[src/hw/alsPkg.sv]
// sample type, FSM state enums and sensor frame phase lengths
package alsPkg;

    // light value as read from the sensor
    typedef logic [7:0] sample_t;

    // sampler frame phases
    typedef enum logic [1:0] {
        IDLE    = 2'd0,
        PREFIX  = 2'd1,
        DATA    = 2'd2,
        POSTFIX = 2'd3
    } frameState_t;

    // serial clock divider phases
    typedef enum logic [1:0] {
        DOWN = 2'd0,
        EDGE = 2'd1,
        UP   = 2'd2
    } sckState_t;

    // darkness alarm
    typedef enum logic {
        LIT  = 1'b0,
        DARK = 1'b1
    } alarmState_t;

    // frame layout in sampling ticks, fixed by the sensor
    localparam int PREFIX_TICKS  = 3;
    localparam int DATA_TICKS    = 8;
    localparam int POSTFIX_TICKS = 7;

endpackage
[src/hw/alsMonitorTop.sv]
// alsMonitorTop: ambient light monitor with sampler, smoother and LED/alarm monitor
`timescale 1ns/1ns

module alsMonitorTop import alsPkg::*; #(
    parameter int QUERY_DELAY = 40,
    parameter int AVG_SHIFT   = 2,
    parameter int DARK_ON     = 40,
    parameter int DARK_OFF    = 60,
    parameter int LED_COUNT   = 8
) (
    input  logic                 clk,
    input  logic                 rstN,
    output logic                 cs,
    output logic                 sck,
    input  logic                 sdo,
    output sample_t              level,
    output logic [LED_COUNT-1:0] leds,
    output logic                 dark
);

    sample_t sample;
    logic    sampleValid;
    logic    levelValid;

    alsSampler #(
        .QUERY_DELAY (QUERY_DELAY)
    ) samplerInst (
        .clk         (clk),
        .rstN        (rstN),
        .cs          (cs),
        .sck         (sck),
        .sdo         (sdo),
        .sample      (sample),
        .sampleValid (sampleValid)
    );

    lightSmoother #(
        .AVG_SHIFT (AVG_SHIFT)
    ) smootherInst (
        .clk         (clk),
        .rstN        (rstN),
        .sample      (sample),
        .sampleValid (sampleValid),
        .level       (level),
        .levelValid  (levelValid)
    );

    lightMonitor #(
        .LED_COUNT (LED_COUNT),
        .DARK_ON   (DARK_ON),
        .DARK_OFF  (DARK_OFF)
    ) monitorInst (
        .clk        (clk),
        .rstN       (rstN),
        .level      (level),
        .levelValid (levelValid),
        .leds       (leds),
        .dark       (dark)
    );

endmodule

[src/hw/lightMonitor.sv]
// lightMonitor: thermometer LED bar and darkness alarm with hysteresis
`timescale 1ns/1ns

module lightMonitor import alsPkg::*; #(
    parameter int LED_COUNT = 8,
    parameter int DARK_ON   = 40,
    parameter int DARK_OFF  = 60
) (
    input  logic                 clk,
    input  logic                 rstN,
    input  sample_t              level,
    input  logic                 levelValid,
    output logic [LED_COUNT-1:0] leds,
    output logic                 dark
);

    logic [LED_COUNT-1:0] ledsNext;
    alarmState_t          alarm;
    alarmState_t          alarmNext;

    // led i lit at (i+1)/LED_COUNT of full scale
    always_comb begin
        for (int i = 0; i < LED_COUNT; i++) begin
            ledsNext[i] = (int'(level) >= ((i + 1) * 256) / LED_COUNT);
        end
    end

    always_comb begin
        alarmNext = alarm;
        case (alarm)
            LIT: begin
                if (int'(level) < DARK_ON) begin
                    alarmNext = DARK;
                end
            end
            DARK: begin
                if (int'(level) >= DARK_OFF) begin
                    alarmNext = LIT;
                end
            end
            default: alarmNext = LIT;
        endcase
    end

    always_ff @(posedge clk or negedge rstN) begin
        if (!rstN) begin
            leds  <= '0;
            alarm <= LIT;
        end else if (levelValid) begin
            leds  <= ledsNext;
            alarm <= alarmNext;
        end
    end

    assign dark = (alarm == DARK);

endmodule

[src/hw/lightSmoother.sv]
// lightSmoother: exponential running average of the light samples
`timescale 1ns/1ns

module lightSmoother import alsPkg::*; #(
    parameter int AVG_SHIFT = 2
) (
    input  logic    clk,
    input  logic    rstN,
    input  sample_t sample,
    input  logic    sampleValid,
    output sample_t level,
    output logic    levelValid
);

    localparam int AccW = 8 + AVG_SHIFT;

    logic [AccW-1:0] acc;
    logic            primed;

    always_ff @(posedge clk or negedge rstN) begin
        if (!rstN) begin
            acc        <= '0;
            primed     <= 1'b0;
            levelValid <= 1'b0;
        end else begin
            levelValid <= sampleValid;
            if (sampleValid) begin
                primed <= 1'b1;
                if (!primed) begin
                    // first sample loads straight in
                    acc <= AccW'(sample) << AVG_SHIFT;
                end else begin
                    acc <= acc - (acc >> AVG_SHIFT) + AccW'(sample);
                end
            end
        end
    end

    assign level = acc[AccW-1:AVG_SHIFT];

endmodule

[src/hw/alsSampler.sv]
// alsSampler: frame sequencer for the light sensor, chip select and data shift
`timescale 1ns/1ns

module alsSampler import alsPkg::*; #(
    parameter int QUERY_DELAY = 40
) (
    input  logic    clk,
    input  logic    rstN,
    output logic    cs,
    output logic    sck,
    input  logic    sdo,
    output sample_t sample,
    output logic    sampleValid
);

    // counter must hold the idle gap and the longest frame phase
    localparam int CntMax = (QUERY_DELAY > DATA_TICKS) ? QUERY_DELAY : DATA_TICKS;
    localparam int CntW   = $clog2(CntMax + 1);

    logic            sckTick;
    frameState_t     state;
    frameState_t     stateNext;
    logic [CntW-1:0] cnt;
    logic            phaseEnd;
    logic            lastBit;
    sample_t         shiftReg;

    sckGen sckGenInst (
        .clk     (clk),
        .rstN    (rstN),
        .sck     (sck),
        .sckTick (sckTick)
    );

    // last tick of the current phase
    always_comb begin
        case (state)
            IDLE:    phaseEnd = (cnt == CntW'(QUERY_DELAY));
            PREFIX:  phaseEnd = (cnt == CntW'(PREFIX_TICKS - 1));
            DATA:    phaseEnd = (cnt == CntW'(DATA_TICKS - 1));
            POSTFIX: phaseEnd = (cnt == CntW'(POSTFIX_TICKS - 1));
            default: phaseEnd = 1'b1;
        endcase
    end

    always_comb begin
        stateNext = state;
        if (phaseEnd) begin
            case (state)
                IDLE:    stateNext = PREFIX;
                PREFIX:  stateNext = DATA;
                DATA:    stateNext = POSTFIX;
                default: stateNext = IDLE;
            endcase
        end
    end

    assign lastBit = (state == DATA) && phaseEnd;

    always_ff @(posedge clk or negedge rstN) begin
        if (!rstN) begin
            state       <= IDLE;
            cnt         <= '0;
            cs          <= 1'b1;
            sampleValid <= 1'b0;
        end else begin
            sampleValid <= sckTick && lastBit;
            if (sckTick) begin
                state <= stateNext;
                cnt   <= phaseEnd ? '0 : cnt + 1'b1;
                cs    <= (stateNext == IDLE);
            end
        end
    end

    // data bits come MSB first
    always_ff @(posedge clk) begin
        if (sckTick && state == DATA) begin
            shiftReg <= {shiftReg[6:0], sdo};
        end
        if (sckTick && lastBit) begin
            sample <= {shiftReg[6:0], sdo};
        end
    end

endmodule

[src/hw/sckGen.sv]
// sckGen: sensor clock divider with a one-cycle tick after each sck rise
`timescale 1ns/1ns

module sckGen import alsPkg::*; (
    input  logic clk,
    input  logic rstN,
    output logic sck,
    output logic sckTick
);

    // 8 low, 1 edge, 7 high
    localparam logic [2:0] DownLast = 3'd7;
    localparam logic [2:0] UpLast   = 3'd6;

    sckState_t  state;
    sckState_t  stateNext;
    logic [2:0] cnt;
    logic [2:0] cntNext;

    always_comb begin
        stateNext = state;
        cntNext   = cnt + 3'd1;
        case (state)
            DOWN: begin
                if (cnt == DownLast) begin
                    stateNext = EDGE;
                    cntNext   = '0;
                end
            end
            EDGE: begin
                stateNext = UP;
                cntNext   = '0;
            end
            UP: begin
                if (cnt == UpLast) begin
                    stateNext = DOWN;
                    cntNext   = '0;
                end
            end
            default: begin
                stateNext = DOWN;
                cntNext   = '0;
            end
        endcase
    end

    always_ff @(posedge clk or negedge rstN) begin
        if (!rstN) begin
            state <= DOWN;
            cnt   <= '0;
            sck   <= 1'b0;
        end else begin
            state <= stateNext;
            cnt   <= cntNext;
            // from next state, so sck is a clean flop output
            sck   <= (stateNext != DOWN);
        end
    end

    assign sckTick = (state == EDGE);

endmodule

[config.mk]
export PLATFORM = sky130hd
export DESIGN_NAME = alsMonitorTop
export DESIGN_NICKNAME = d
export VERILOG_FILES = /design/src/hw/alsPkg.sv /design/src/hw/alsMonitorTop.sv /design/src/hw/lightMonitor.sv /design/src/hw/lightSmoother.sv /design/src/hw/alsSampler.sv /design/src/hw/sckGen.sv
export SDC_FILE = /design/constraint.sdc
export NUM_CORES = 1
export LEC_CHECK = 0
export BUFFER_PORTS_ARGS = -buffer_cell sky130_fd_sc_hd__clkbuf_2
export CORE_ASPECT_RATIO = 0.5
export CORE_MARGIN = 2
export CORE_UTILIZATION = 55
export CTS_CLUSTER_DIAMETER = 30
export CTS_CLUSTER_SIZE = 16
export DETAILED_ROUTE_END_ITERATION = 8
export PLACE_DENSITY = 0.74
export SETUP_SLACK_MARGIN = 0.1
export SYNTH_ARGS = -nofsm -noshare
export SYNTH_HDL_FRONTEND = slang
export SYNTH_SLANG_ARGS = --single-unit
[constraint.sdc]
create_clock -name clk -period 6.67 [get_ports clk]
set_clock_uncertainty 0.1 [all_clocks]
set_input_delay 0.667 -clock clk [delete_from_list [all_inputs] [get_ports clk]]
set_output_delay 0.667 -clock clk [all_outputs]
set_load 0.02 [all_outputs]
==> out/metrics.yaml <==
outcome:
  status: "complete, no violations"
clock_tree:
  hold_buffers: 0
  clkSinkCount: 51
  clkTransAtPathRegs_ns: 0.10
  cts_buffers: 5
  ctsResizeCount: 0
  cts_max_path_buffers: 2
  cts-root-buf: "clkbuf_8"
  worst_skew_pair.late_latency_ns: 0.31
  postCtsSetupBuffers: 0
  cts_tree: "built"
  cts-htree-levels: 2
yosys:
  synth_nets: 318
  yosysSeqAreaShare_pct: 46.1
  ys_ff_latch: 51
  synth_edf_count: 15
  yosysUniqueCellTypes: 52
  synthAdderAreaFrac_pct: 14.8
  synth_compound_area_share_pct: 12.2
  syn_inst: 285
  synth_area_mm2: 0.00294
  synth_mux_area_share_pct: 1.49
  synth_ff_type: "dfrtp_1"
  synth-xor-area-share_pct: 2.09
  avgSynthCellArea_um2: 10.3
  synth_top_family_by_area: "adder cells"
  yosys.area_share.simple_pct: 14.6
  ys_warn_count: 0
  synthArstFlopShare_pct: 70.6
critical_path:
  startpoint_type: "register"
  cp_common_cell: "inv_1"
  cp-end-kind: "register"
  path_buf_inv: 2
  cp_data_arrival_time_ns: 3.00
  cpPeakStageDelay_ns: 0.53
  slowest_stage: "fa_1"
  critPathKind: "reg -> reg"
  path_delay_family: "adder cells"
  worstPathMaxFanout: 6
  worstPathRequired_ns: 6.77
  crit_path_cell_trace: "inv_1 -> fa_1 -> inv_1 -> ha_1 -> and2_1 -> a221oi_2 -> a21oi_1 -> o2111ai_1 -> or3b_1"
sta:
  drv_slew: 0
  tns_ns: 0
  tightest_slew_ns: 0.919
  setup_viol: 0
  min_period_ns: 2.90
  hold_viol: 0
  rsz0062_at_grt: "false"
  period_share_pct: 43.4
  fmax_ghz: 0.345
  slew_headroom_pct: 38.7
die:
  die_y_um: 55.7
  core_mm2: 0.00502
  die_w_um: 107
  num_rows: 18
  die-area_mm2: 0.00597
  io_pins: 22
  start_util_pct: 58.4
finish:
  utilization_pct: 62.5
  layout_commonest_cell: "inv_1"
  final_cell_mix: "inv_1, dfrtp_1, ha_1"
  finish.instance_area_mm2: 0.00314
  area_growth_pct: 6.99
  drive_gt1_share_pct: 15.2
  layout.nets: 329
  diodes: 0
place:
  placed_cell_area_mm2: 0.00303
  dp_hpwl_um: 3850
  port_buffers: 20
  gp_congestion: 0.884
grt:
  grtUsageTotal_pct: 19.6
  grt_pass1_wl_um: 9230
  grt_pass1_vias: 1921
  grt.overflow.total: 0
  grt_max_degree: 37
  antenna_found_initial: 0
pwr:
  vdd.ir_drop.worst_uv: 83.6
  power_density_mw_per_mm2: 171
  leakage_nw: 1.48
job:
  max_cap_violations: 0
route:
  wl_per_cell_um: 14.5
  routed_wl_um: 5310
  ant_nets: 0
  via_per_inst: 5.47
  firstDrtPassIters: 4
  vias: 2007
  drt_first_iter_violations: 84
  detail_route.drc_violations: 0
worst_hold_path:
  min_path_type: "reg -> reg"
## registers in the layout (all words and copies together) (netlist names), 2 cells and up
register / flops
smootherInst.acc: 10
samplerInst.sample: 8
monitorInst.leds: 7
samplerInst.shiftReg: 7
samplerInst.cnt: 6
samplerInst.sckGenInst.cnt: 3
samplerInst.sckGenInst.state: 2
samplerInst.state: 2
## metal layers
layer	up-vias	share of wire (%)	GRT usage (%)	wire [um]
met4	0	1.2	5.94	64
li1	989	-	-	-
met5	-	0	0	0
met1	970	50	29.0	2660
met3	7	3.6	3.63	191
met2	41	45	29.5	2390
## cell type report
cell class                      count  area (um2)
Timing Repair Buffer               20         100
Clock buffer                        6        93.8
Clock inverter                      2        17.5
Tap cell                           70        87.6
Inverter                           42         158
Fill cell                         408        1880
Sequential cell                    51        1350
Multi-Input combinational cell    176        1330
## metrics by stage
step / worst slack (ns) / std cells / power [mW] / hold slack [ns]
after floorplan: 3.93 / 285 / 0.328 / 0.270
after global placement: 3.85 / 359 / 0.332 / 0.304
after detailed placement: 3.79 / 359 / 0.332 / 0.313
after CTS: 3.77 / 367 / 0.542 / 0.338
after global routing: 3.57 / 367 / 0.553 / 0.359
final: 3.77 / 367 / 0.536 / 0.336
## worst paths after layout
path | startpoint | slack [ns] | depth (start not counted) | end
min in group asynchronous | rstN | 0.37 | 1 | samplerInst.sckGenInst.state[0]
hold / removal | samplerInst.shiftReg[6] | 0.34 | 0 | samplerInst.sample[7]
hold reg to reg | samplerInst.shiftReg[6] | 0.34 | 0 | samplerInst.sample[7]
setup reg to reg | smootherInst.acc[4] | 3.77 | 9 | smootherInst.acc[7]
setup / recovery | smootherInst.acc[4] | 3.77 | 9 | smootherInst.acc[7]
max in group asynchronous | rstN | 5.54 | 1 | samplerInst.cnt[2]
## cell usage after synthesis (all sizes together) (4+ instances only)
cell,number,area [um2]
or3b,4,35.0
o21ai,14,73.8
edfxtp,15,450
a21oi,17,88.8
nor4,4,25.0
fa,8,160
nand2,13,48.8
a21o,6,45.0
nand3,12,60.1
buf,9,67.6
inv,42,158
ha,22,275
xor2,4,35.0
clkbuf,7,26.3
dfrtp,35,876
nor2,21,86.3
## where the power goes
part	internal, mW	switching [mW]
registers	0.320	0
logic	0.000399	0.00481
clock network	0.0989	0.112
## cells by family (layout without fill, tap and decap cells)
kind of cell | count (synthesis) | after routing
AND/OR/NAND/NOR | 78 | 78
buffers and inverters | 58 | 70
AO/OA/AOI/OAI | 56 | 56
flip-flops | 51 | 51
adder cells (fa/ha/maj) | 30 | 30
XOR/XNOR | 7 | 7
multiplexers | 4 | 4
other | 1 | 1
(Power assumes the default switching activity.)
